$ cat src/rtl/frontend_pkg.sv
package frontend_pkg;

  ////////////////////////////////////////
  // Architectural widths
  ////////////////////////////////////////

  localparam int XLEN      = 32; // PC and instruction word
  localparam int ARF_WIDTH = 5;  // Architectural register number
  localparam int ARF_COUNT = 32; // x0 to x31

  ////////////////////////////////////////
  // Opcode classes
  ////////////////////////////////////////

  // One class per RISC-V major opcode group that the back end cares about
  typedef enum logic [2:0] {
    OP_ALU    = 3'd0, // Register-register arithmetic
    OP_ALUI   = 3'd1, // Register-immediate arithmetic
    OP_LOAD   = 3'd2, // Loads
    OP_STORE  = 3'd3, // Stores, no destination
    OP_BRANCH = 3'd4, // Conditional branches, no destination
    OP_LUI    = 3'd5, // Upper immediate
    OP_JAL    = 3'd6, // Jump and link
    OP_OTHER  = 3'd7  // Anything else, never writes
  } opcode_e;

  ////////////////////////////////////////
  // Encodings
  ////////////////////////////////////////

  localparam logic [XLEN-1:0] NOP_INSTR = 32'h0000_0013; // The addi x0 NOP

endpackage

$ cat src/rtl/rename_bus_if.sv
`timescale 1ns/1ps

interface rename_bus_if;
  import frontend_pkg::*;

  logic                 valid;     // Decode register holds an instruction
  logic [XLEN-1:0]      pc;        // PC of that instruction
  opcode_e              opcode;    // Opcode class
  logic [ARF_WIDTH-1:0] rd;        // Destination field
  logic [ARF_WIDTH-1:0] rs1;       // First source field
  logic [ARF_WIDTH-1:0] rs2;       // Second source field
  logic                 writes_rd; // Needs a new physical register

  // Decode side drives everything
  modport decoder (
    output valid, pc, opcode, rd, rs1, rs2, writes_rd
  );

  // Rename side only samples
  modport renamer (
    input valid, pc, opcode, rd, rs1, rs2, writes_rd
  );

endinterface

$ cat src/rtl/fetch_stage.sv
`timescale 1ns/1ps

module fetch_stage #(
  parameter logic [frontend_pkg::XLEN-1:0] BOOT_PC = '0
) (
  input  logic                          clk,
  input  logic                          rst_n,
  input  logic                          stall,
  input  logic                          flush,
  input  logic [frontend_pkg::XLEN-1:0] flush_pc,
  input  logic [frontend_pkg::XLEN-1:0] imem_data,
  output logic [frontend_pkg::XLEN-1:0] imem_addr,
  output logic                          fetch_valid,
  output logic [frontend_pkg::XLEN-1:0] fetch_pc,
  output logic [frontend_pkg::XLEN-1:0] fetch_instr
);
  import frontend_pkg::*;

  logic [XLEN-1:0] pc; // Program counter

  assign imem_addr = pc; // Memory answers in the same cycle

  ////////////////////////////////////////
  // Program counter
  ////////////////////////////////////////

  always_ff @(posedge clk) begin
    if (!rst_n) begin
      pc <= BOOT_PC;
    end else if (flush) begin
      pc <= flush_pc; // Redirect wins over stall
    end else if (!stall) begin
      pc <= pc + XLEN'(4); // Sequential fetch
    end
  end

  ////////////////////////////////////////
  // Fetch pipeline register
  ////////////////////////////////////////

  always_ff @(posedge clk) begin
    if (!rst_n || flush) begin
      fetch_valid <= 1'b0;
      fetch_instr <= NOP_INSTR; // Cleared slot decodes as a harmless NOP
    end else if (!stall) begin
      fetch_valid <= 1'b1;
      fetch_instr <= imem_data;
    end
  end

  always_ff @(posedge clk) begin
    if (!stall) begin
      fetch_pc <= pc; // Payload, qualified by fetch_valid
    end
  end

  a_pc_aligned: assert property (@(posedge clk) disable iff (!rst_n)
    pc[1:0] == 2'b00) // Also relies on flush_pc from outside
    else $error("fetch_stage: PC lost word alignment");

endmodule

$ cat src/rtl/decode_stage.sv
`timescale 1ns/1ps

module decode_stage (
  input  logic                          clk,
  input  logic                          rst_n,
  input  logic                          stall,
  input  logic                          flush,
  input  logic                          fetch_valid,
  input  logic [frontend_pkg::XLEN-1:0] fetch_pc,
  input  logic [frontend_pkg::XLEN-1:0] fetch_instr,
  rename_bus_if.decoder                 bus
);
  import frontend_pkg::*;

  opcode_e              dec_opcode; // Class of the fetched word
  logic [ARF_WIDTH-1:0] dec_rd;
  logic [ARF_WIDTH-1:0] dec_rs1;
  logic [ARF_WIDTH-1:0] dec_rs2;
  logic                 dec_writes; // Writing class with nonzero rd

  ////////////////////////////////////////
  // Field extraction and classification
  ////////////////////////////////////////

  assign dec_rd  = fetch_instr[11:7];  // Standard RISC-V positions
  assign dec_rs1 = fetch_instr[19:15];
  assign dec_rs2 = fetch_instr[24:20];

  always_comb begin
    case (fetch_instr[6:0])
      7'b0110011: dec_opcode = OP_ALU;    // OP
      7'b0010011: dec_opcode = OP_ALUI;   // OP-IMM, includes the NOP
      7'b0000011: dec_opcode = OP_LOAD;   // LOAD
      7'b0100011: dec_opcode = OP_STORE;  // STORE
      7'b1100011: dec_opcode = OP_BRANCH; // BRANCH
      7'b0110111: dec_opcode = OP_LUI;    // LUI
      7'b1101111: dec_opcode = OP_JAL;    // JAL
      default:    dec_opcode = OP_OTHER;  // JALR, AUIPC, system and junk
    endcase
  end

  always_comb begin
    case (dec_opcode)
      OP_ALU, OP_ALUI, OP_LOAD, OP_LUI, OP_JAL: begin
        dec_writes = (dec_rd != '0); // x0 is never renamed
      end
      default: begin
        dec_writes = 1'b0;
      end
    endcase
  end

  ////////////////////////////////////////
  // Decode pipeline register
  ////////////////////////////////////////

  always_ff @(posedge clk) begin
    if (!rst_n || flush) begin
      bus.valid     <= 1'b0;
      bus.writes_rd <= 1'b0;
    end else if (!stall) begin
      bus.valid     <= fetch_valid;
      bus.writes_rd <= fetch_valid && dec_writes; // Bubbles never allocate
    end
  end

  always_ff @(posedge clk) begin
    if (!stall) begin
      bus.pc     <= fetch_pc;
      bus.opcode <= dec_opcode;
      bus.rd     <= dec_rd;
      bus.rs1    <= dec_rs1;
      bus.rs2    <= dec_rs2;
    end
  end

  a_no_x0_write: assert property (@(posedge clk) disable iff (!rst_n)
    bus.writes_rd |-> (bus.valid && bus.rd != '0))
    else $error("decode_stage: writes_rd raised for x0 or a bubble");

endmodule

$ cat src/rtl/free_list.sv
`timescale 1ns/1ps

module free_list #(
  parameter  int PRF_COUNT = 64,
  localparam int PRF_WIDTH = $clog2(PRF_COUNT)
) (
  input  logic                 clk,
  input  logic                 rst_n,
  input  logic                 pop,       // Take head this edge
  input  logic                 push,      // Return a register this edge
  input  logic [PRF_WIDTH-1:0] push_preg,
  output logic [PRF_WIDTH-1:0] head_preg, // Valid while not empty
  output logic                 empty
);
  import frontend_pkg::*;

  localparam int DEPTH     = PRF_COUNT - ARF_COUNT; // At most this many free at once
  localparam int PTR_WIDTH = (DEPTH > 1) ? $clog2(DEPTH) : 1;
  localparam int CNT_WIDTH = $clog2(DEPTH + 1);

  logic [PRF_WIDTH-1:0] mem [DEPTH]; // Circular storage
  logic [PTR_WIDTH-1:0] rd_ptr;
  logic [PTR_WIDTH-1:0] wr_ptr;
  logic [CNT_WIDTH-1:0] count;       // Registers currently free
  logic                 full;

  // Wrap at DEPTH, which need not be a power of two
  function automatic logic [PTR_WIDTH-1:0] ptr_inc(input logic [PTR_WIDTH-1:0] ptr);
    return (ptr == PTR_WIDTH'(DEPTH - 1)) ? '0 : ptr + 1'b1;
  endfunction

  assign head_preg = mem[rd_ptr];
  assign empty     = (count == '0);
  assign full      = (count == CNT_WIDTH'(DEPTH));

  always_ff @(posedge clk) begin
    if (!rst_n) begin
      for (int i = 0; i < DEPTH; i++) begin
        mem[i] <= PRF_WIDTH'(ARF_COUNT + i); // Ascending, above the identity map
      end
      rd_ptr <= '0;
      wr_ptr <= '0; // Full, so tail sits on head
      count  <= CNT_WIDTH'(DEPTH);
    end else begin
      if (push) begin
        mem[wr_ptr] <= push_preg;
        wr_ptr      <= ptr_inc(wr_ptr);
      end
      if (pop) begin
        rd_ptr <= ptr_inc(rd_ptr);
      end
      case ({push, pop})
        2'b10:   count <= count + 1'b1;
        2'b01:   count <= count - 1'b1;
        default: count <= count; // Both or neither
      endcase
    end
  end

  a_no_underflow: assert property (@(posedge clk) disable iff (!rst_n) pop |-> !empty)
    else $error("free_list: pop while empty");

  a_no_overflow: assert property (@(posedge clk) disable iff (!rst_n) push |-> !full)
    else $error("free_list: retire pushed into a full list");

endmodule

$ cat src/rtl/rename_stage.sv
`timescale 1ns/1ps

module rename_stage #(
  parameter  int PRF_COUNT = 64,
  localparam int PRF_WIDTH = $clog2(PRF_COUNT)
) (
  input  logic                          clk,
  input  logic                          rst_n,
  input  logic                          flush,
  input  logic                          dispatch_ready,
  input  logic                          retire_valid,
  input  logic [PRF_WIDTH-1:0]          retire_preg,
  rename_bus_if.renamer                 bus,
  output logic                          stall,
  output logic                          ren_valid,
  output logic [frontend_pkg::XLEN-1:0] ren_pc,
  output frontend_pkg::opcode_e         ren_opcode,
  output logic [PRF_WIDTH-1:0]          ren_prd,
  output logic [PRF_WIDTH-1:0]          ren_prs1,
  output logic [PRF_WIDTH-1:0]          ren_prs2,
  output logic [PRF_WIDTH-1:0]          ren_pold
);
  import frontend_pkg::*;

  logic [PRF_WIDTH-1:0] rat [ARF_COUNT]; // Architectural to physical map
  logic [PRF_WIDTH-1:0] fl_head;         // Next free register
  logic                 fl_empty;
  logic                 wr_req;          // Bus instruction needs a register
  logic                 alloc;           // Rename actually happens this edge

  ////////////////////////////////////////
  // Stall and allocation
  ////////////////////////////////////////

  assign wr_req = bus.valid && bus.writes_rd;
  assign stall  = (ren_valid && !dispatch_ready) // Dispatch back-pressure
               || (wr_req && fl_empty);          // Nothing to allocate
  assign alloc  = wr_req && !stall && !flush;    // Flush blocks pop and RAT write

  free_list #(
    .PRF_COUNT (PRF_COUNT)
  ) u_free_list (
    .clk       (clk),
    .rst_n     (rst_n),
    .pop       (alloc),
    .push      (retire_valid), // Retire ignores stall and flush
    .push_preg (retire_preg),
    .head_preg (fl_head),
    .empty     (fl_empty)
  );

  ////////////////////////////////////////
  // Register alias table
  ////////////////////////////////////////

  always_ff @(posedge clk) begin
    if (!rst_n) begin
      for (int i = 0; i < ARF_COUNT; i++) begin
        rat[i] <= PRF_WIDTH'(i); // Identity map
      end
    end else if (alloc) begin
      rat[bus.rd] <= fl_head; // rd is never x0 here
    end
  end

  ////////////////////////////////////////
  // Rename output register
  ////////////////////////////////////////

  always_ff @(posedge clk) begin
    if (!rst_n || flush) begin
      ren_valid <= 1'b0;
    end else if (!stall) begin
      ren_valid <= bus.valid;
    end else if (dispatch_ready) begin
      // Free list stall while dispatch takes the current output
      ren_valid <= 1'b0; // Bubble so nothing is consumed twice
    end
  end

  always_ff @(posedge clk) begin
    if (!stall) begin
      ren_pc     <= bus.pc;
      ren_opcode <= bus.opcode;
      ren_prs1   <= rat[bus.rs1]; // Previous rename already landed in RAT
      ren_prs2   <= rat[bus.rs2];
      ren_prd    <= wr_req ? fl_head : '0;      // Zero for non-writers
      ren_pold   <= wr_req ? rat[bus.rd] : '0;  // Freed at retire
    end
  end

  a_x0_pinned: assert property (@(posedge clk) disable iff (!rst_n) rat[0] == '0)
    else $error("rename_stage: x0 mapping changed");

endmodule

$ cat src/rtl/rename_frontend.sv
`timescale 1ns/1ps

module rename_frontend #(
  parameter  int                          PRF_COUNT = 64,
  parameter  logic [frontend_pkg::XLEN-1:0] BOOT_PC = '0,
  localparam int                          PRF_WIDTH = $clog2(PRF_COUNT)
) (
  input  logic                          clk,
  input  logic                          rst_n,
  input  logic [frontend_pkg::XLEN-1:0] imem_data,
  input  logic                          dispatch_ready,
  input  logic                          flush,
  input  logic [frontend_pkg::XLEN-1:0] flush_pc,
  input  logic                          retire_valid,
  input  logic [PRF_WIDTH-1:0]          retire_preg,
  output logic [frontend_pkg::XLEN-1:0] imem_addr,
  output logic                          ren_valid,
  output logic [frontend_pkg::XLEN-1:0] ren_pc,
  output frontend_pkg::opcode_e         ren_opcode,
  output logic [PRF_WIDTH-1:0]          ren_prd,
  output logic [PRF_WIDTH-1:0]          ren_prs1,
  output logic [PRF_WIDTH-1:0]          ren_prs2,
  output logic [PRF_WIDTH-1:0]          ren_pold
);
  import frontend_pkg::*;

  logic            stall;       // Global, from rename
  logic            fetch_valid; // Fetch to decode
  logic [XLEN-1:0] fetch_pc;
  logic [XLEN-1:0] fetch_instr;

  rename_bus_if rn_bus (); // Decode to rename

  fetch_stage #(
    .BOOT_PC (BOOT_PC)
  ) u_fetch (
    .clk         (clk),
    .rst_n       (rst_n),
    .stall       (stall),
    .flush       (flush),
    .flush_pc    (flush_pc),
    .imem_data   (imem_data),
    .imem_addr   (imem_addr),
    .fetch_valid (fetch_valid),
    .fetch_pc    (fetch_pc),
    .fetch_instr (fetch_instr)
  );

  decode_stage u_decode (
    .clk         (clk),
    .rst_n       (rst_n),
    .stall       (stall),
    .flush       (flush),
    .fetch_valid (fetch_valid),
    .fetch_pc    (fetch_pc),
    .fetch_instr (fetch_instr),
    .bus         (rn_bus.decoder)
  );

  rename_stage #(
    .PRF_COUNT (PRF_COUNT)
  ) u_rename (
    .clk            (clk),
    .rst_n          (rst_n),
    .flush          (flush),
    .dispatch_ready (dispatch_ready),
    .retire_valid   (retire_valid),
    .retire_preg    (retire_preg),
    .bus            (rn_bus.renamer),
    .stall          (stall),
    .ren_valid      (ren_valid),
    .ren_pc         (ren_pc),
    .ren_opcode     (ren_opcode),
    .ren_prd        (ren_prd),
    .ren_prs1       (ren_prs1),
    .ren_prs2       (ren_prs2),
    .ren_pold       (ren_pold)
  );

endmodule

$ cat config.mk
export PLATFORM = sky130hd
export DESIGN_NAME = rename_frontend
export DESIGN_NICKNAME = d
export VERILOG_FILES = /design/src/rtl/frontend_pkg.sv /design/src/rtl/rename_bus_if.sv /design/src/rtl/fetch_stage.sv /design/src/rtl/decode_stage.sv /design/src/rtl/free_list.sv /design/src/rtl/rename_stage.sv /design/src/rtl/rename_frontend.sv
export SDC_FILE = /design/constraint.sdc
export NUM_CORES = 1
export LEC_CHECK = 0
export ABC_CLOCK_PERIOD_IN_PS = 3500
export BUFFER_PORTS_ARGS = -buffer_cell sky130_fd_sc_hd__buf_4
export CORE_UTILIZATION = 45
export CTS_CLUSTER_SIZE = 16
export DETAILED_ROUTE_END_ITERATION = 8
export GPL_ROUTABILITY_DRIVEN = 0
export PLACE_DENSITY_LB_ADDON = 0.3
export SYNTH_ARGS = -nofsm -noshare
export SYNTH_HDL_FRONTEND = slang
export SYNTH_SLANG_ARGS = --single-unit
export TNS_END_PERCENT = 30
$ cat constraint.sdc
create_clock -name clk -period 3.5 [get_ports clk]
set_input_delay 0.525 -clock clk [delete_from_list [all_inputs] [get_ports clk]]
set_output_delay 0.525 -clock clk [all_outputs]
set_load 0.1 [all_outputs]
## Word-level counts from Yosys, hierarchy flattened

Memories as Yosys holds them, arrays and structs flattened. A register that Yosys moved wholly into a read port is not among the register bits.
Cells that the tools add are included.

- $add $sub $neg: 5
- Equality and inequality tests: 17
- Multiplexer cells: 24
- Reduce and logical (&&, ||, !) cells: 23

Operators by type and width:

| operator | count |
|---|---|
| $mux W32 | 2 |
| $add A32 B3 Y32 const B | 1 |
| $mux W5 | 6 |
| $eq A7 B6 Y1 const B | 3 |
| $pmux W3 S7 | 1 |
| $eq A7 B7 Y1 const B | 2 |
| $mux W1 | 12 |
| $mux W6 | 2 |
| $pmux W6 S2 | 1 |
| $reduce_or A6 Y1 | 2 |
| $add A5 B1 Y5 const B | 2 |
| $eq A5 B5 Y1 const B | 2 |
| $logic_not A1 Y1 | 8 |
| $eq A7 B2 Y1 const B | 1 |
| $eq A7 B5 Y1 const B | 1 |
| $add A6 B1 Y6 const B | 1 |
| $eq A3 B3 Y1 const B | 2 |
| $logic_and A1 B1 Y1 | 6 |
| $logic_not A6 Y1 | 1 |
| $sub A6 B1 Y6 const B | 1 |
| $reduce_bool A5 Y1 | 1 |
| $reduce_or A5 Y1 | 1 |
| $ne A2 B2 Y1 const B | 2 |
| $eq A3 B1 Y1 const B | 1 |
| other kinds (6) | 7 |

- Register bits after elaboration: 200
- Bits in writable memories: 384
- Input port bits: 75
- Output and inout port bits: 92
- Word-level logic and storage cells: 89
- Memories: 2

Memory list:

| memory | depth | width | read ports | clocked after memory_dff | write ports | line | source |
|---|---|---|---|---|---|---|---|
| u_rename.rat | 32 | 6 | 3 | 3 | 32 | rename_stage.sv:25 | `logic [PRF_WIDTH-1:0] rat [ARF_COUNT];` |
| u_rename.u_free_list.mem | 32 | 6 | 1 | 1 | 32 | free_list.sv:21 | `logic [PRF_WIDTH-1:0] mem [DEPTH];` |

## Logic depth before layout (Yosys ltp)

- Word-level depth: 11
- Depth in mapped cells: 14
- Depth with buffers taken out: 11

## Hierarchy

From an unflattened synthesis, not the netlist that was laid out.

- Cells, all modules: 2257
- Area, all modules: 30192.7 um^2

By module, submodules not included:

| module | times used | cells each | area an instance (um^2) | sequential area each (um^2) |
|---|---|---|---|---|
| rename_stage | 1 | 1001 | 14340.0 | 7557.2 |
| free_list | 1 | 810 | 10094.7 | 6185.9 |
| fetch_stage | 1 | 365 | 4031.4 | 2262.2 |
| decode_stage | 1 | 81 | 1726.7 | 1541.5 |

## Worst setup path after synthesis

OpenSTA, ideal clock, no wires.

- Path type: register to register
- Start: register u_rename.ren_valid
- End: register u_decode.bus.opcode[0] (enable)
- Setup time: 440 ps
- Data arrival time: 3394 ps
- Data required time: 3060 ps
- Path slack: -335 ps
- Cell stages (with the launch flop): 7
- Path buffers: 3
- Clock period less this slack: 3835 ps
- Path through: dfxtp_1 nand2b_1 clkbuf_1 o31ai_4 inv_2 clkbuf_1 buf_2

- Word-level cells in the longest chain between the ends: 2

Ends and longest elaborated chain:

| element | line | source |
|---|---|---|
| start, declared | rename_stage.sv:15 | `output logic ren_valid,` |
| start signal, assigned | rename_stage.sv:74 | `ren_valid <= bus.valid;` |
| $logic_and A1 B1 Y1 | rename_stage.sv:36 | `assign stall = (ren_valid && !dispatch_ready)` |
| $logic_or A1 B1 Y1 | rename_stage.sv:37 | `\|\| (wr_req && fl_empty);` |
| end signal, assigned | decode_stage.sv:70 | `bus.opcode <= dec_opcode;` |
| end, declared | rename_bus_if.sv:16 | `output valid, pc, opcode, rd, rs1, rs2, writes_rd` |

No other way between the ends.
A chain may end at the register's enable or synchronous reset.

## Worst setup path after layout

- Start: register u_rename.u_free_list.count[0]
- End: register u_rename.u_free_list.count[4]

- Word-level cells in the longest chain between the ends: 8
- Elaborated cells on any way between the ends: 12
- Those cells by class: add/sub: 2; eq/ne: 2; mux: 1; reduce/logical: 7

Ends and longest elaborated chain:

| element | line | source |
|---|---|---|
| start, declared | free_list.sv:24 | `logic [CNT_WIDTH-1:0] count;` |
| start signal, assigned | free_list.sv:43 | `count <= CNT_WIDTH'(DEPTH);` |
| start signal, assigned | free_list.sv:53 | `2'b10: count <= count + 1'b1;` |
| start signal, assigned | free_list.sv:54 | `2'b01: count <= count - 1'b1;` |
| $logic_not A6 Y1 | free_list.sv:33 | `assign empty = (count == '0);` |
| $logic_and A1 B1 Y1 | rename_stage.sv:37 |  |
| $logic_or A1 B1 Y1 | rename_stage.sv:37 |  |
| $logic_not A1 Y1 | rename_stage.sv:38 | `assign alloc = wr_req && !stall && !flush;` |
| $logic_and A1 B1 Y1 (2 in series) | rename_stage.sv:38 |  |
| $eq A2 B1 Y1 / $eq A2 B2 Y1 (equally long branches) | free_list.sv:52 | `case ({push, pop})` |
| $pmux W6 S2 / $reduce_bool A2 Y1 (equally long branches) | n/a |  |

Several ways; a longest one is shown, not always the timed one.

==> flow_summary.json <==
{
  "synth_area_leaders": "edfxtp_1 55%, mux4_2 13%, dfxtp_1 5.5%",
  "critical_path_class": "flop to flop",
  "netlist_top_cells_count": "525 x edfxtp_1, 269 x nand2_1, 200 x nor2_1",
  "syn_inst": 2152,
  "min_delay_path_depth": 3,
  "yosys_warnings": 0,
  "relSlewSlack": 0.288,
  "viasPerCell": 6.02,
  "crit_path_end_kind": "flop",
  "async_flop_share": 0,
  "cp_top_family": "compound AO/OA/AOI/OAI gates",
  "synth-seq-area-share": 0.602,
  "cts_buffer_depth": 3,
  "tightest_slew_ns": 1.06,
  "worstSetupPathDepth": 12,
  "grt_pass1_vias": 18400,
  "syn-num-nets": 2238,
  "numPortBuffers": 156,
  "root_buffer": "clkbuf_16",
  "cts_resized": 0,
  "ys_ff_latch": 604,
  "std_cell_rows": 92,
  "fin_skew_ns": 0.0235,
  "crit_arrival_ns": 3.51,
  "htreeDepth": 3,
  "numClockSinks": 604,
  "start_util": 0.456,
  "critPathBufInv": 3,
  "period_needed_ns": 2.98,
  "cts.clk_slew.worst_paths_ns": 0.06,
  "grt_pass1_wl_mm": 110,
  "num_antenna_cells": 0,
  "wire_per_inst_um": 23.3,
  "drtIter0Drc": 2230,
  "coreArea_mm2": 0.0632,
  "crit_required_ns": 4.03,
  "die_area_mm2": 0.0650,
  "dr.pass1.iters": 6,
  "cts-buffers-inserted": 67,
  "critPathMaxFanout": 10,
  "leakage_nw": 10.5,
  "grt_setup_unrepaired": "false",
  "cap_violations": 0,
  "areaGrowthSynthToFinish_pct": 14.0,
  "setup_viol": 0,
  "status": "finished clean",
  "die_width_um": 255,
  "path_cells": "or3_1 > o2111ai_1 > buf_4 > inv_1 > ha_1 > xor2_1 > ha_1 > inv_1 > o21ai_0 > a21o_1 > a21oi_1 > mux2i_1",
  "synth_area_per_cell_um2": 13.4,
  "cp_slowest_cell": "or3_1",
  "ctsHoldBuffers": 0,
  "grtUsageTotal": 0.227,
  "cpPeakStageDelay_ns": 0.50,
  "synth_cell_type_count": 55,
  "hold_viol_final": 0,
  "fin_util": 0.520,
  "critPathLaunchType": "flop",
  "cts_tree": "built",
  "synth_top_flop_cell": "edfxtp_1",
  "fmax_ghz": 0.335,
  "slew_viol_final": 0,
  "num-fill-cells": 5216,
  "syn_area_mm2": 0.0288,
  "layout.nets": 2328,
  "peakVddDrop_mv": 0.421,
  "worst_skew_pair.late_latency_ns": 0.60,
  "drc": 0,
  "setup_tns_ns": 0,
  "ff2ff_path_depth": 12,
  "synth_top_area_cell": "edfxtp_1",
  "io_pins": 167,
  "gr-total-overflow": 0,
  "fin_crit_sh": 0.853,
  "drtAntennaViolNets": 0,
  "num_vias": 18900,
  "post_cts_buffers": 0,
  "drive_gt1_frac": 0.218,
  "hp-class": "primary input to flop",
  "antenna_found_initial": 0,
  "die_h_um": 255,
  "synth_edf_count": 525,
  "wl_mm": 73.2,
  "yosysTopAreaCellShare": 0.547,
  "hpwl_mm": 48.2,
  "post-synth-top-count-cell": "edfxtp_1",
  "grt_max_degree": 91,
  "p_per_area_mw_per_mm2": 513
}
==> worst min-delay path, stage by stage <==
cell	delay, ns
buf_4	0.08
nand2_1	0.04
nand3_1	0.07
==> layout by cell type, fill, tap and decap left out, types with 14 or more instances in the layout <==
master,instances
buf_4,195
a22oi_1,61
o21ai_0,67
xnor2_1,20
nand2_1,269
a21oi_1,77
mux4_2,168
dfxtp_1,78
nand3_1,53
edfxtp_1,525
nor2b_1,15
and2_1,39
a31oi_1,15
nor2_1,200
inv_1,14
clkbuf_16,67
mux2i_1,103
nor3_1,44
or3_1,73
and3_1,19
==> layer usage <==
metal / vias up / GRT usage / wire length [um]
met5: - / 0 / 0
met4: 0 / 0.0881 / 2700
met3: 164 / 0.0396 / 5010
met2: 833 / 0.381 / 36500
met1: 9535 / 0.294 / 29000
li1: 8383 / - / -
==> report_power, final <==
group | switching [mW] | leakage (nW) | internal [mW]
clock | 2.88 | 1.05 | 4.07
combinational | 1.19 | 3.86 | 0.488
sequential | 0.173 | 5.59 | 8.06
total | 4.24 | 10.5 | 12.6
==> logic make-up after synthesis <==
| family | share of synthesized area |
|---|---|
| multiplexers | 0.172 |
| adder cells (fa/ha/maj) | 0.00478 |
| XOR/XNOR | 0.00760 |
| buffers and inverters | 0.0336 |
| flip-flops | 0.602 |
| AND/OR/NAND/NOR | 0.125 |
| AO/OA/AOI/OAI | 0.0547 |
==> final timing paths <==
check / from / to / slack, ns
worst min-delay path: imem_data[4] / u_fetch.fetch_instr[4]$_SDFFE_PP1P_ / 0.15
worst min register to register: u_fetch.fetch_pc[29]$_DFFE_PP_ / u_decode.bus.pc[29]$_DFFE_PP_ / 0.41
worst max-delay path: u_rename.u_free_list.count[0]$_SDFFE_PN0P_ / u_rename.u_free_list.count[4]$_SDFFE_PN0P_ / 0.52
worst max register to register: u_rename.u_free_list.count[0]$_SDFFE_PN0P_ / u_rename.u_free_list.count[4]$_SDFFE_PN0P_ / 0.52
==> state kept, by name, indices dropped and copies added, names as in the netlist, 22 cells and up, named ones only <==
register / flops
u_rename.rat: 192
u_rename.ren_pc: 32
u_fetch.fetch_instr: 22
u_rename.u_free_list.mem: 192
u_decode.bus.pc: 32
u_fetch.imem_addr: 32
u_fetch.fetch_pc: 32
==> through the flow <==
stage | hold WS, ns | std cells | total power [mW] | instance area (um^2) | setup WS (ns)
6_report | 0.146 | 3141 | 16.9 | 32800 | 0.516
5_1_grt | 0.142 | 3141 | 17.3 | 32800 | 0.383
4_1_cts | 0.116 | 3141 | 16.9 | 32800 | 0.518
3_5_place_dp | 0.405 | 3019 | 10.1 | 30700 | 0.541
3_3_place_gp | 0.400 | 3019 | 10.0 | 30700 | 0.552
2_1_floorplan | 0.400 | 2152 | 9.55 | 28800 | 0.389
==> cell type report <==
| type | instances | area [um^2] | area share |
|---|---|---|---|
| flip-flops and latches | 604 | 17400 | 0.528 |
| multi-input cells | 1347 | 10500 | 0.320 |
| clock buffers | 82 | 1760 | 0.0537 |
| repair buffers | 207 | 1700 | 0.0519 |
| well taps | 846 | 1060 | 0.0322 |
| clock inverters | 40 | 395 | 0.0120 |
| inverters | 15 | 61.3 | 0.00187 |
No activity file was read; power rests on OpenSTA's default activity.
